--- src/design/cpu_pkg.sv ---
`default_nettype none

package cpu_pkg;

  // sizes
  localparam int N_PROC     = 4;
  localparam int N_REGS     = 8;     // registers per process
  localparam int PAGE_WORDS = 32;
  localparam int N_PAGES    = 32;    // physical pages in the shared memory
  localparam int SLICE_LEN  = 8;     // instructions before a process switch

  localparam int WORD_W    = 16;
  localparam int LOG_W     = 8;      // logical address is the operand low byte
  localparam int OFF_W     = $clog2(PAGE_WORDS);
  localparam int PAGE_W    = $clog2(N_PAGES);
  localparam int LPAGE_W   = LOG_W - OFF_W;
  localparam int N_LPAGES  = 2 ** LPAGE_W;
  localparam int MEM_WORDS = N_PAGES * PAGE_WORDS;

  typedef logic [WORD_W-1:0]          word_t;
  typedef logic [PAGE_W+OFF_W-1:0]    phys_addr_t;
  typedef logic [LOG_W-1:0]           log_addr_t;
  typedef logic [PAGE_W-1:0]          page_t;
  typedef logic [LPAGE_W-1:0]         lpage_t;
  typedef logic [$clog2(N_REGS)-1:0]  reg_idx_t;
  typedef logic [$clog2(N_PROC)-1:0]  proc_idx_t;
  typedef logic [7:0]                 opcode_t;

  typedef enum logic [3:0] {
    S_IDLE,
    S_F1_XLAT,    // translate pc for the opcode word
    S_F1_WAIT,
    S_F2_XLAT,    // translate pc+1 for the operand word
    S_F2_WAIT,
    S_EXEC,
    S_LD_XLAT,
    S_LD_WAIT,
    S_ST_XLAT     // store is issued when translation completes
  } seq_state_t;

  // opcodes, high byte of the first instruction word
  localparam opcode_t OP_JMP   = 8'd1;
  localparam opcode_t OP_LOAD  = 8'd2;
  localparam opcode_t OP_STORE = 8'd3;
  localparam opcode_t OP_IMM   = 8'd4;
  localparam opcode_t OP_ADD   = 8'd5;
  localparam opcode_t OP_SUB   = 8'd6;

  // APB map
  localparam logic [12:0] REG_CTRL         = 13'h1000;
  localparam logic [12:0] REG_STATUS       = 13'h1004;
  localparam logic [12:0] MEM_WINDOW_LIMIT = 13'h1000;  // below this is the memory window

endpackage

`default_nettype wire

--- src/design/cpu_seq.sv ---
`timescale 1ns/1ps
`default_nettype none

module cpu_seq (
  input  wire                        clka,
  input  wire                        rst,
  input  wire                        run,
  output logic                       busy,
  output cpu_pkg::proc_idx_t         active_proc,
  output logic [cpu_pkg::N_PROC-1:0] ctx_sel,
  output logic                       pc_we,
  output cpu_pkg::log_addr_t         pc_next,
  output logic                       reg_we,
  output cpu_pkg::reg_idx_t          wr_reg,
  output cpu_pkg::word_t             wr_data,
  input  wire [cpu_pkg::N_PROC*cpu_pkg::LOG_W-1:0]                   pc_in,
  input  wire [cpu_pkg::N_PROC*cpu_pkg::N_REGS*cpu_pkg::WORD_W-1:0]  regs_in,
  output logic                       xlat_req,
  output cpu_pkg::log_addr_t         xlat_addr,
  input  wire                        xlat_done,
  input  wire cpu_pkg::phys_addr_t   phys_addr,
  output logic                       mem_en,
  output logic                       mem_we,
  output cpu_pkg::phys_addr_t        mem_addr,
  output cpu_pkg::word_t             mem_wdata,
  input  wire cpu_pkg::word_t        mem_rdata
);

  import cpu_pkg::*;

  seq_state_t state;
  opcode_t    op;
  reg_idx_t   ir_reg;
  word_t      operand;
  log_addr_t  pc_cur;
  word_t      reg_cur;
  logic       instr_end;
  logic [$clog2(SLICE_LEN)-1:0] slice_cnt;

  assign pc_cur  = pc_in[active_proc*LOG_W +: LOG_W];
  assign reg_cur = regs_in[(active_proc*N_REGS + ir_reg)*WORD_W +: WORD_W];
  assign busy    = (state != S_IDLE);
  assign ctx_sel = N_PROC'(1) << active_proc;

  // request stays up until the mapper answers
  always_comb begin
    xlat_req  = 1'b0;
    xlat_addr = operand[LOG_W-1:0];
    case (state)
      S_F1_XLAT: begin
        xlat_req  = 1'b1;
        xlat_addr = pc_cur;
      end
      S_F2_XLAT: begin
        xlat_req  = 1'b1;
        xlat_addr = pc_cur + 8'd1;
      end
      S_LD_XLAT, S_ST_XLAT: xlat_req = 1'b1;
      default: ;
    endcase
  end

  assign mem_en    = xlat_done;  // every translation ends in an access
  assign mem_we    = xlat_done && (state == S_ST_XLAT);
  assign mem_addr  = phys_addr;
  assign mem_wdata = reg_cur;

  assign pc_we   = (state == S_EXEC);
  assign pc_next = (op == OP_JMP) ? operand[LOG_W-1:0] : pc_cur + 8'd2;
  assign wr_reg  = ir_reg;

  always_comb begin
    reg_we  = 1'b0;
    wr_data = operand;
    if (state == S_LD_WAIT) begin
      reg_we  = 1'b1;
      wr_data = mem_rdata;
    end else if (state == S_EXEC) begin
      case (op)
        OP_IMM: reg_we = 1'b1;
        OP_ADD: begin
          reg_we  = 1'b1;
          wr_data = reg_cur + operand;
        end
        OP_SUB: begin
          reg_we  = 1'b1;
          wr_data = reg_cur - operand;
        end
        default: ;
      endcase
    end
  end

  always_comb begin
    case (state)
      S_EXEC:    instr_end = (op != OP_LOAD) && (op != OP_STORE);
      S_LD_WAIT: instr_end = 1'b1;
      S_ST_XLAT: instr_end = xlat_done;
      default:   instr_end = 1'b0;
    endcase
  end

  always_ff @(posedge clka) begin
    if (!rst) begin
      state <= S_IDLE;
    end else if (instr_end) begin
      state <= run ? S_F1_XLAT : S_IDLE;  // stop only between instructions
    end else begin
      case (state)
        S_IDLE:    if (run) state <= S_F1_XLAT;
        S_F1_XLAT: if (xlat_done) state <= S_F1_WAIT;
        S_F1_WAIT: state <= S_F2_XLAT;
        S_F2_XLAT: if (xlat_done) state <= S_F2_WAIT;
        S_F2_WAIT: state <= S_EXEC;
        S_EXEC:    state <= (op == OP_LOAD) ? S_LD_XLAT : S_ST_XLAT;
        S_LD_XLAT: if (xlat_done) state <= S_LD_WAIT;
        default:   state <= state;
      endcase
    end
  end

  always_ff @(posedge clka) begin
    if (state == S_F1_WAIT) begin
      op     <= mem_rdata[15:8];
      ir_reg <= mem_rdata[$bits(reg_idx_t)-1:0];
    end
    if (state == S_F2_WAIT) operand <= mem_rdata;
  end

  // round-robin time slice
  always_ff @(posedge clka) begin
    if (!rst) begin
      slice_cnt   <= '0;
      active_proc <= '0;
    end else if (instr_end) begin
      if (slice_cnt == SLICE_LEN - 1) begin
        slice_cnt   <= '0;
        active_proc <= active_proc + 1'b1;  // wraps modulo N_PROC
      end else begin
        slice_cnt <= slice_cnt + 1'b1;
      end
    end
  end

endmodule

`default_nettype wire

--- config.mk ---
export PLATFORM = sky130hd
export DESIGN_NAME = cpu_seq
export DESIGN_NICKNAME = d
export VERILOG_FILES = /design/src/design/cpu_pkg.sv /design/src/design/cpu_seq.sv
export SDC_FILE = /design/constraint.sdc
export NUM_CORES = 1
export LEC_CHECK = 0
export BUFFER_PORTS_ARGS = -buffer_cell sky130_fd_sc_hd__buf_2
export CAP_MARGIN = 30
export CELL_PAD_IN_SITES_DETAIL_PLACEMENT = 1
export CELL_PAD_IN_SITES_GLOBAL_PLACEMENT = 1
export CORE_AREA = 2 2 250 252
export DETAILED_ROUTE_END_ITERATION = 8
export DIE_AREA = 0 0 252 254
export PLACE_DENSITY = 0.46
export SYNTH_ARGS = -nofsm -noshare
export SYNTH_HDL_FRONTEND = slang
export SYNTH_SLANG_ARGS = --single-unit
export TNS_END_PERCENT = 100
--- constraint.sdc ---
create_clock -name clka -period 5.6 [get_ports clka]
set_input_delay 0 -clock clka [delete_from_list [all_inputs] [get_ports clka]]
set_output_delay 0 -clock clka [all_outputs]
set_load 0.01 [all_outputs]
* Word-level counts from Yosys, hierarchy flattened
Index checks and enable logic that the tools add are counted.
** Storage, ports and cells
- Flip-flop bits (word level) :: 36
- Bits of input ports :: 574
- Output and inout bits :: 73
- Logic and storage cells :: 64
** Cells by class
- Add/subtract/negate cells :: 7
- Equality and inequality tests :: 20
- Shifts and indexed selects :: 3
- Muxes and demuxes :: 19
- Reductions and logical operators :: 9
** Operator list (count)
- $shiftx 512x11->16 :: 1
- $mux 16 :: 2
- $pmux 16 s2 :: 1
- $shiftx 32x6->8 :: 1
- $pmux 4 s7 :: 1
- $eq 8x3->1 const B :: 3
- $mux 4 :: 6
- $add 16x16->16 :: 1
- $eq 4x3->1 const B :: 4
- $ne 8x2->1 const B :: 2
- $pmux 8 s2 :: 1
- $sub 16x16->16 :: 1
- $ne 3x3->1 const B :: 4
- $add 8x1->8 const B :: 1
- $add 8x2->8 const B :: 1
- $eq 4x2->1 const B :: 2
- $eq 8x1->1 const B :: 1
- $eq 8x2->1 const B :: 1
- $mux 8 :: 1
- $reduce_bool 8->1 :: 1
- $add 5x3->6 :: 1
- $mux 1 :: 5
- $reduce_and 5->1 :: 1
- $eq 4x1->1 const B :: 1
- other kinds (13) :: 14

* Depth between registers and ports, before layout
Gate-level depths: netlist of run 1.
- Word-level depth :: 6
- Depth in mapped cells :: 15
- Mapped depth without buffers :: 14

* Worst setup path before layout of run 1
OpenSTA, ideal clock, no wires.
- Path type :: register -> output
- From :: register ir_reg[0] (netlist: wr_reg[0])
- To :: output port wr_data[13]
- Data arrival time :: 4.210 ns
- Required time :: 5.600 ns
- Path slack :: 1.390 ns
- Cell stages (with the launch flop) :: 16
- Path buffers :: 3
- Cell sequence :: edfxtp_1 > clkbuf_1 > buf_1 > buf_2 > mux4_2 > mux4_2 > nand2_1 > nand2_1 > ha_1 > a21oi_1 > o21ai_0 > o31a_1 > a311o_1 > a21oi_1 > xor2_1 > o21ai_0
** On the way
- Word-level cells in the longest chain between the ends :: 6
- Elaborated cells between the ends (all ways) :: 7
- Classes of those cells :: add/sub (3); shift (1); mux (3)
** Ends and longest elaborated chain
- from (decl) :: RTL line cpu_seq.sv:33 : reg_idx_t ir_reg;
- from (signal assigned) :: RTL line cpu_seq.sv:125 : ir_reg <= mem_rdata[$bits(reg_idx_t)-1:0];
- $add 5x3->6 * :: RTL line cpu_seq.sv:41 : assign reg_cur = regs_in[(active_proc*N_REGS + ir_reg)*WORD_W +: WORD_W];
- $shiftx 512x11->16 * :: RTL line cpu_seq.sv:41
- net mem_wdata[6] :: RTL line cpu_seq.sv:25 : output cpu_pkg::word_t mem_wdata,
- $sub 16x16->16 or $add 16x16->16 (tied branches) :: RTL line cpu_seq.sv:87, cpu_seq.sv:83
- $pmux 16 s2 * :: RTL line cpu_seq.sv:79 : case (op)
- $mux 16 * :: RTL line cpu_seq.sv:78 : end else if (state == S_EXEC) begin
- $mux 16 * :: RTL line cpu_seq.sv:75 : if (state == S_LD_WAIT) begin
- to (decl) :: RTL line cpu_seq.sv:15 : output cpu_pkg::word_t wr_data,
The timed path passes the listed nets; every way through them passes the cells marked *.

* Worst setup path in the final report of run 1
- From :: register ir_reg[0] (netlist: wr_reg[0])
- To :: output port wr_data[6]
** On the way
- Word-level cells in the longest chain between the ends :: 6
- Elaborated cells between the ends (all ways) :: 7
- Classes of those cells :: add/sub (3); shift (1); mux (3)
** Ends and longest elaborated chain (RTL line)
- $add 5x3->6 * :: cpu_seq.sv:41
- $shiftx 512x11->16 * :: cpu_seq.sv:41
- $sub 16x16->16 or $add 16x16->16 (tied branches) :: cpu_seq.sv:87, cpu_seq.sv:83
- $pmux 16 s2 * :: cpu_seq.sv:79
- $mux 16 * :: cpu_seq.sv:78
- $mux 16 * :: cpu_seq.sv:75
Mark *: on every way between the ends. The rest lies on a longest branch, timed or not.

==> out/metrics.yaml, run 1 <==
final_layout:
  reg_top3: "operand: 16 flops, op: 8 flops, state: 4 flops"
  largest_reg_flops: 16
  nets: 1853
  regMostFlops: "operand"
  final_layout_size_suffix_gt1_share_pct: 66.45
  layout_commonest_cell: "buf_2"
  area_delta_synth_final_pct: 59.12
  layout_common_cells: "buf_2 (626), mux4_2 (168), nand2_1 (83)"
timing:
  max_slew_margin_pct: 33.96
  grt_setup_unrepaired: "false"
  finalCriticalPeriod_ns: 4.846
  worstMarginPinSlew_ns: 0.9896
  finalCritPeriodShare_pct: 86.53
  hold_ws_ns: -0.01203
  finalSetupTns_ns: 0
  max_freq_ghz: 0.2064
  fin_worst_skew_ns: 0.004322
  drv_slew: 0
  setup_ws_ns: 0.7543
  setup_viol: 0
  hold_viol: 2
clock_network:
  cts-resized-gates: 0
  cts.htree.levels: 2
  clk_latency_ns: 0.29
  cts_buffer_depth: 2
  cts_buffers: 5
  cts.sinks: 36
  root_buffer: "clkbuf_16"
  cts_tree: "built"
  clkTransAtPathRegs_ns: 0.06
synthesis:
  yosys-top-cells-area: "mux4_2 (51%), edfxtp_1 (11%), nand2_1 (4.2%), ha_1 (4.0%), a21oi_1 (2.6%)"
  postSynthCellCount: 657
  ys.flop_type: "edfxtp_1"
  synth_seq_area_share_pct: 13.30
  synth_edf_count: 27
  synth.top_cell.area_share_pct: 50.77
  yosysWarnings: 0
  syn_nets: 1256
  syn-cell-area_sq_um: 7452
  ys_types: 60
  synth_largest_area_cell: "mux4_2"
  avgSynthCellArea_sq_um: 11.34
  synth_seq_cells: 36
  synthArstFlopShare_pct: 0
worst_setup_path:
  cp_data_required_time_ns: 5.60
  cp-end-kind: "output port"
  reg2reg_slack_ns: 3.07
  slowest_stage: "mux4_2"
  critPathTopFamily: "buffers and inverters"
  cp.arrival_ns: 4.85
  worst_path_largest_cell_delay_ns: 0.56
  reg2reg_depth: 6
  crit_buf_inv: 4
  timing.rr.end: "state[0]"
  worst_setup_path_start_kind: "flop"
  path_max_fanout: 53
  crit_type: "flop to output port"
  r2r_start: "op[3]"
  path_cells: "buf_12, buf_12, mux4_2, mux4_2, nand2_1, nand2_1, ha_1, nor2b_1, o21ai_0, a21boi_0, buf_4, o21a_1, o21ai_0, nand3b_1, a21oi_1, buf_2"
drt:
  vias: 8909
  drc: 0
  via_per_inst: 4.298
  drtIter0Drc: 459
  ant_nets: 0
  wire_per_inst_microns: 29.85
  firstDrtPassIters: 5
  routed_wl_microns: 61870
global_routing:
  overflow: 0
  grt_pass1_vias: 9708
  grt_antenna_before_repair: 64
  grt.total_usage_pct: 18.64
  grt_first_pass_wirelength_microns: 81340
  grt_max_degree: 62
hold_path:
  whs_path_depth: 1
  holdCritPathClass: "input pin to flop"
  hold_start: "mem_rdata[1]"
  worstHoldEndpoint: "wr_reg[1]"
placement:
  gp_congestion: 0.8837
  numPortBuffers: 626
  pre_cts_ws_ns: 1.059
  hpwl_microns: 56090
power:
  power_mw: 2.240
  p_per_area_nw_per_um2: 188.9
  power.leakage_nw: 5.106
  peakVddDrop_mv: 0.1465
die:
  fp-row-count: 91
  die_w_microns: 252
  initial_utilization_pct: 12.17
  floorplan.io_pins: 647
  core_sq_um: 61260
  fp.dieH_microns: 254
  dieArea_sq_um: 64010
run:
  drv_cap: 0
run_status:
  violations: "hold timing"
  status: "complete, but fails checks"
==> power breakdown <==
group / internal (mW) / switching, mW
Clock: 0.207 / 0.120
Combinational: 0.753 / 0.752
Sequential: 0.331 / 0.0768
==> cells in the mapped netlist (all sizes together) (2+ instances only) <==
library cell  instances
mux4                168
nand2                83
a21oi                39
clkbuf               36
o21ai                35
buf                  34
nor2                 34
edfxtp               27
ha                   24
xnor2                20
xor2                 16
inv                  15
nor3                 12
nand3                10
dfxtp                 9
nor2b                 9
and3                  8
and2                  7
mux2i                 7
a21o                  5
nor3b                 5
o21a                  5
nand3b                4
a21boi                3
nand2b                3
a221oi                2
a31oi                 2
mux2                  2
nand4                 2
nand4b                2
nor4                  2
o21bai                2
o31ai                 2
or3                   2
or4                   2
==> stage by stage <==
stage	cell area, sq um	util (%)	cells	hold slack [ns]
6_report	11860	19.36	2073	-0.01203
5_1_grt	11820	19.29	2056	0.00006826
4_1_cts	11790	19.24	2045	0.00006862
3_5_place_dp	11480	18.75	2023	0.00006862
3_3_place_gp	11470	18.73	2022	0.00006862
2_1_floorplan	7452	-	657	0.09177
==> routing by layer <==
layer / track usage, % / vias up / share of wire, %
li1: - / 3878 / -
met1: 22.85 / 4465 / 41
met5: 0 / - / 0.18
met4: 3.719 / 20 / 1.5
met2: 31.77 / 478 / 48
met3: 6.258 / 68 / 9.5
==> repair_timing <==
item | 4_1_cts | 5_1_grt
endpoints found under the hold margin | 23 | 0
hold buffers | 14 | 0
buffers inserted | 0 | 0
==> kinds of logic after synthesis <==
kind of cell | after synthesis | synth area share, %
and+or+nand+nor | 190 | 12.24
buffers and inverters | 86 | 5.188
adders and majority gates | 25 | 4.298
DFF | 36 | 13.30
AOI/OAI and AO/OA | 107 | 8.731
xor gates and xnor gates | 36 | 4.231
muxes | 177 | 52.01
==> cell type report <==
type	count	area [sq um]
fill	7280	49400
multi-input combinational	535	6103
timing repair buffer	660	3477
sequential	36	996.0
tap	790	988.4
clock buffer	5	125.1
antenna	28	70.07
inverter	16	60.06
clock inverter	3	37.54
==> how the worst max path moves through the flow <==
stage	from	endpoint	cells past startpoint
finish	wr_reg[0]	wr_data[6]	16
global route	wr_reg[0]	wr_data[6]	16
CTS	wr_reg[0]	wr_data[6]	16
detailed placement	wr_reg[0]	wr_data[6]	16
global placement	wr_reg[1]	wr_data[10]	16
floorplan	wr_reg[0]	wr_data[13]	15
Note: power is estimated with default switching activity, not from simulation.
==> inputs of run 2 (changes only) <==
--- a/config.mk
+++ b/config.mk
@@ -12,6 +12,7 @@
 export CORE_AREA = 2 2 250 252
 export DETAILED_ROUTE_END_ITERATION = 8
 export DIE_AREA = 0 0 252 254
+export HOLD_SLACK_MARGIN = 0.03
 export PLACE_DENSITY = 0.46
 export SYNTH_ARGS = -nofsm -noshare
 export SYNTH_HDL_FRONTEND = slang
==> out/metrics.yaml, run 2 (synthesis gave the netlist of run 1 again) <==
run_status:
  status: "completed"
final_layout:
  final_layout_size_suffix_gt1_share_pct: 65.72
  seq_area_sq_um: 996.0
  reg_top3: "operand: 16 flops, op: 8 flops, state: 4 flops"
  layout_commonest_cell: "buf_2"
  multi_input_area_sq_um: 6103
  regMostFlops: "operand"
  largest_reg_flops: 16
  layout_common_cells: "buf_2 (626), mux4_2 (168), nand2_1 (83)"
  area_delta_synth_final_pct: 61.03
  fillers: 7277
  nets: 1867
clock_network:
  cts.htree.levels: 2
  cts_buffers: 5
  clkTransAtPathRegs_ns: 0.06
  cts-resized-gates: 0
  cts_tree: "built"
  cts_buffer_depth: 2
  cts.sinks: 36
  root_buffer: "clkbuf_16"
  clk_latency_ns: 0.29
drt:
  routed_wl_microns: 62060
  drtIter0Drc: 449
  drc: 0
  wire_per_inst_microns: 29.72
  vias: 9014
  via_per_inst: 4.317
  firstDrtPassIters: 5
  ant_nets: 0
timing:
  worstMarginPinSlew_ns: 1.012
  max_slew_margin_pct: 32.45
  max_freq_ghz: 0.2067
  finalSetupTns_ns: 0
  fin_worst_skew_ns: 0.004327
  setup_viol: 0
  grt_setup_unrepaired: "false"
  hold_viol: 0
  finalCriticalPeriod_ns: 4.839
  finalCritPeriodShare_pct: 86.40
  drv_slew: 0
worst_setup_path:
  cp_data_required_time_ns: 5.60
  path_max_fanout: 53
  cp-end-kind: "output port"
  crit_buf_inv: 4
  cp.arrival_ns: 4.84
  path_cells: "buf_12, buf_12, mux4_2, mux4_2, nand2_1, nand2_1, ha_1, nor2b_1, o21ai_0, a21boi_0, buf_4, o21a_1, o21ai_0, nand3b_1, a21oi_1, buf_2"
  crit_type: "flop to output port"
  critPathTopFamily: "buffers and inverters"
  worst_path_largest_cell_delay_ns: 0.56
  worst_setup_path_start_kind: "flop"
  slowest_stage: "mux4_2"
global_routing:
  grt.total_usage_pct: 18.67
  grt_pass1_vias: 9749
  overflow: 0
  grt_first_pass_wirelength_microns: 81450
  grt_max_degree: 62
  grt_antenna_before_repair: 65
placement:
  numPortBuffers: 626
  gp_congestion: 0.8837
  hpwl_microns: 56090
die:
  initial_utilization_pct: 12.17
  dieArea_sq_um: 64010
  floorplan.io_pins: 647
  fp.dieH_microns: 254
  fp-row-count: 91
  die_w_microns: 252
  core_sq_um: 61260
power:
  power_mw: 2.251
  power.leakage_nw: 5.165
  peakVddDrop_mv: 0.1476
  p_per_area_nw_per_um2: 187.5
run:
  drv_cap: 0
hold_path:
  holdCritPathClass: "input pin to flop"
[run 2: changes by cell type in the layout (fill, tap and decap cells not counted), sizes merged]
cell / previous run / this run
dlygate4sd3: 14 / 28
diode: 28 / 29
[run 2: repair_timing]
item | in CTS | in global routing
endpoints found under the hold margin | 42 | 0
hold buffers | 28 | 0
setup endpoints to repair | 0 | 0
buffers inserted | 0 | 0
[run 2: path summary, 6_finish.rpt]
kind	end	start	depth (start not counted)	slack [ns]
max reg2reg	state[0]	op[3]	6	3.07
min	state[1]	xlat_done	4	0.11
min reg2reg	slice_cnt[1]	slice_cnt[1]	2	0.53
max	wr_data[6]	wr_reg[0]	16	0.76
[run 2: cell type report]
class	count	area share, %
clock buffer	5	1.043
sequential	36	8.299
inverter	16	0.5005
antenna	29	0.6047
tap	790	8.237
timing repair buffer	674	30.14
clock inverter	3	0.3128
multi-input combinational	535	50.86
[run 2: report_power, final]
group          leakage [nW]  switching [mW]  internal, mW
Clock                0.0791           0.121         0.207
Sequential            0.319          0.0763         0.331
Combinational          4.77           0.756         0.759
[run 2: worst reg2reg max path: stages, from the launching register on]
cell      delay [ns]
edfxtp_1        0.37
nor4_1          0.70
nor3b_1         0.43
a21bo_2         0.21
nand3_1         0.26
a221oi_1        0.37
nor2b_1         0.08
[run 2: routing by layer]
metal  wire length [microns]  track usage, %  up-vias
li1                        -               -     3907
met1                   25110           22.80     4530
met2                   29670           31.84      477
met3                    5863           6.361       78
met4                    1293           3.753       22
met5                     127               0        -
[run 2: metrics by stage]
stage | area [sq um] | setup WS (ns) | hold slack, ns | std cells | utilization (%)
6_report | 12000 | 0.7614 | 0.1062 | 2088 | 19.59
2_1_floorplan | 7452 | 1.390 | 0.09177 | 657 | -
5_1_grt | 11950 | 0.3547 | 0.1425 | 2069 | 19.51
4_1_cts | 11930 | 0.7166 | 0.1005 | 2059 | 19.47
3_5_place_dp | 11480 | 1.059 | 0.00006862 | 2023 | 18.75
3_3_place_gp | 11470 | 1.124 | 0.00006862 | 2022 | 18.73
==> inputs of run 3 (changes only) <==
--- a/config.mk
+++ b/config.mk
@@ -5,15 +5,17 @@
 export SDC_FILE = /design/constraint.sdc
 export NUM_CORES = 1
 export LEC_CHECK = 0
+export ABC_AREA = 1
 export BUFFER_PORTS_ARGS = -buffer_cell sky130_fd_sc_hd__buf_2
 export CAP_MARGIN = 30
 export CELL_PAD_IN_SITES_DETAIL_PLACEMENT = 1
 export CELL_PAD_IN_SITES_GLOBAL_PLACEMENT = 1
-export CORE_AREA = 2 2 250 252
+export CORE_AREA = 10 10 242 244
 export DETAILED_ROUTE_END_ITERATION = 8
 export DIE_AREA = 0 0 252 254
+export GPL_ROUTABILITY_DRIVEN = 0
 export HOLD_SLACK_MARGIN = 0.03
-export PLACE_DENSITY = 0.46
+export PLACE_DENSITY = 0.58
 export SYNTH_ARGS = -nofsm -noshare
 export SYNTH_HDL_FRONTEND = slang
 export SYNTH_SLANG_ARGS = --single-unit
==> out/metrics.yaml, run 3 <==
synthesis:
  yosysMostFrequentCell: "nor2_1"
  synth_compound_area_share_pct: 37.16
  synth-adder-area-share_pct: 3.865
  yosys-top-cells-area: "o21ai_0 (16%), nor2_1 (14%), o221ai_1 (11%), edfxtp_1 (9.8%), nand2_1 (9.0%)"
  avgSynthCellArea_sq_um: 5.743
  synthSimpleGateAreaFrac_pct: 32.21
  yosysWarnings: 0
  synth.top_cell.area_share_pct: 16.07
  syn_nets: 2042
  ys.flop_type: "edfxtp_1"
  postSynthCellCount: 1443
  synth_largest_area_cell: "o21ai_0"
  ys_types: 48
  synth_edf_count: 27
  synth_top_family_by_area: "compound AO/OA/AOI/OAI gates"
  synthXorXnorAreaFrac_pct: 2.642
  synthArstFlopShare_pct: 0
  synth_seq_cells: 36
  netlist_top_cells_count: "nor2_1 (314), o21ai_0 (266), nand2_1 (199), nand3_1 (111), o221ai_1 (100)"
  syn-cell-area_sq_um: 8287
  synth_seq_area_share_pct: 11.96
  yosys-mux-area-fraction_pct: 0
timing:
  grt_setup_unrepaired: "false"
  hold_viol: 0
  max_slew_margin_pct: 36.34
  worstMarginPinSlew_ns: 0.9549
  finalCritPeriodShare_pct: 89.34
  finalSetupTns_ns: 0
  drv_slew: 0
  fin_worst_skew_ns: 0.007645
  max_freq_ghz: 0.1999
  finalCriticalPeriod_ns: 5.003
  setup_viol: 0
final_layout:
  final_area_sq_um: 12300
  area_delta_synth_final_pct: 48.48
  layout_common_cells: "buf_2 (626), nor2_1 (313), o21ai_0 (266)"
  fillers: 6964
  nets: 2594
  reg_top3: "operand: 16 flops, op: 8 flops, state: 4 flops"
  largest_reg_flops: 16
  regMostFlops: "operand"
  layout_commonest_cell: "buf_2"
  final_layout_size_suffix_gt1_share_pct: 34.42
  seq_area_sq_um: 993.5
  multi_input_area_sq_um: 6290
power:
  p_sw_mw: 1.334
  power_mw: 2.465
  p_sw_share_pct: 54.11
  power.leakage_nw: 5.755
  comb_power_share_pct: 73.1
  p_per_area_nw_per_um2: 200.3
  clockPowerShare_pct: 12.8
  p_seq_share_pct: 14.0
  p_int_mw: 1.131
  peakVddDrop_mv: 0.1136
global_routing:
  grt_antenna_before_repair: 29
  grt.total_usage_pct: 19.97
  grt_max_degree: 125
  overflow: 0
  grt_first_pass_wirelength_microns: 95870
  grt_pass1_vias: 13980
die:
  core_sq_um: 53600
  floorplan.io_pins: 647
  fp-row-count: 85
  die_w_microns: 252
  fp.dieH_microns: 254
  dieArea_sq_um: 64010
  initial_utilization_pct: 15.46
clock_network:
  clk_latency_ns: 0.29
  cts.sinks: 36
  cts.htree.levels: 2
  root_buffer: "clkbuf_16"
  cts_buffer_depth: 2
  hold_buffers: 27
  cts_tree: "built"
  clkTransAtPathRegs_ns: 0.07
  cts_buffers: 5
  post_cts_buffers: 0
  cts-resized-gates: 0
drt:
  wire_per_inst_microns: 25.28
  routed_wl_microns: 68620
  firstDrtPassIters: 5
  via_per_inst: 4.888
  vias: 13270
  drc: 0
  ant_nets: 0
  drtIter0Drc: 764
worst_setup_path:
  crit_type: "flop to output port"
  path_max_fanout: 74
  reg2reg_depth: 9
  cp_data_required_time_ns: 5.60
  reg2reg_slack_ns: 3.32
  critPathLaunch: "wr_reg[0]"
  cp.arrival_ns: 5.00
  worst_setup_path_start_kind: "flop"
  timing.rr.end: "active_proc[0]"
  cp-end-kind: "output port"
  r2r_start: "state[1]"
  crit_path_end: "wr_data[14]"
placement:
  hpwl_microns: 56160
  place_area_sq_um: 11820
  numPortBuffers: 626
hold_path:
  holdCritPathClass: "input pin to flop"
run:
  drv_cap: 0
run_status:
  status: "completed"
run 3: cell type report:
type / count / area share [%]
antenna: 22 / 0.4474
clock buffer: 6 / 1.220
clock inverter: 2 / 0.09152
inverter: 72 / 2.278
multi-input combinational: 1203 / 51.12
sequential: 36 / 8.074
tap: 696 / 7.077
timing repair buffer: 677 / 29.69
run 3: stage by stage:
step | hold slack [ns] | utilization (%) | setup WS, ns | instances
6_report | 0.07653 | 22.96 | 0.5968 | 2714
2_1_floorplan | 0.09177 | - | 2.405 | 1443
4_1_cts | 0.07347 | 22.85 | 0.5994 | 2692
3_3_place_gp | 0.00006862 | 22.02 | 1.042 | 2656
5_1_grt | 0.1114 | 22.92 | 0.2646 | 2707
3_5_place_dp | 0.00006862 | 22.05 | 0.9572 | 2657
run 3: cells by family (layout without fill, tap and decap cells):
| logic type | count (synthesis) | count (layout) |
|---|---|---|
| and+or+nand+nor | 650 | 650 |
| AOI/OAI and AO/OA | 503 | 503 |
| buffers and inverters | 204 | 757 |
| DFF | 36 | 36 |
| adders and majority gates | 25 | 25 |
| xor gates and xnor gates | 25 | 25 |
| other | 0 | 22 |
run 3: worst min path at each step:
stage / slack [ns] / startpoint / depth (start not counted) / endpoint
finish: 0.08 / run / 3 / state[0]
global route: 0.11 / run / 3 / state[0]
CTS: 0.07 / run / 3 / state[0]
detailed placement: 0.00007 / phys_addr[0] / 0 / mem_addr[0]
global placement: 0.00007 / phys_addr[0] / 0 / mem_addr[0]
floorplan: 0.09 / phys_addr[0] / 1 / mem_addr[0]
run 3: power groups by stage:
stage / clock network, mW / registers (mW) / logic (mW)
2_1_floorplan: 0 / 0.338 / 1.05
3_3_place_gp: 0 / 0.350 / 1.77
3_5_place_dp: 0 / 0.351 / 1.80
4_1_cts: 0.322 / 0.345 / 1.83
5_1_grt: 0.329 / 0.350 / 2.00
6_report: 0.316 / 0.346 / 1.80
run 3: worst max-delay path, stage by stage (launching register included):
cell and delay (ns):
edfxtp_1 0.43, buf_4 0.28, buf_4 0.59, o21ai_0 0.41, o221ai_1 0.30, nand3_1 0.12, a32oi_1 0.80, ha_1 0.43
a21o_1 0.20, a21oi_1 0.15, nor2_1 0.06, a211oi_1 0.25, a21oi_1 0.13, o21ai_0 0.25, nand2_1 0.08, buf_2 0.15
run 3: metal layers:
layer  part of all wire, %  track usage (%)  vias up  wire, microns
li1                      -                -     6234              -
met1                    41            23.39     6480          27950
met2                    50            35.87      472          34460
met3                   6.6            4.352       71           4555
met4                   2.3            5.591       10           1584
met5                  0.11                0        -             75
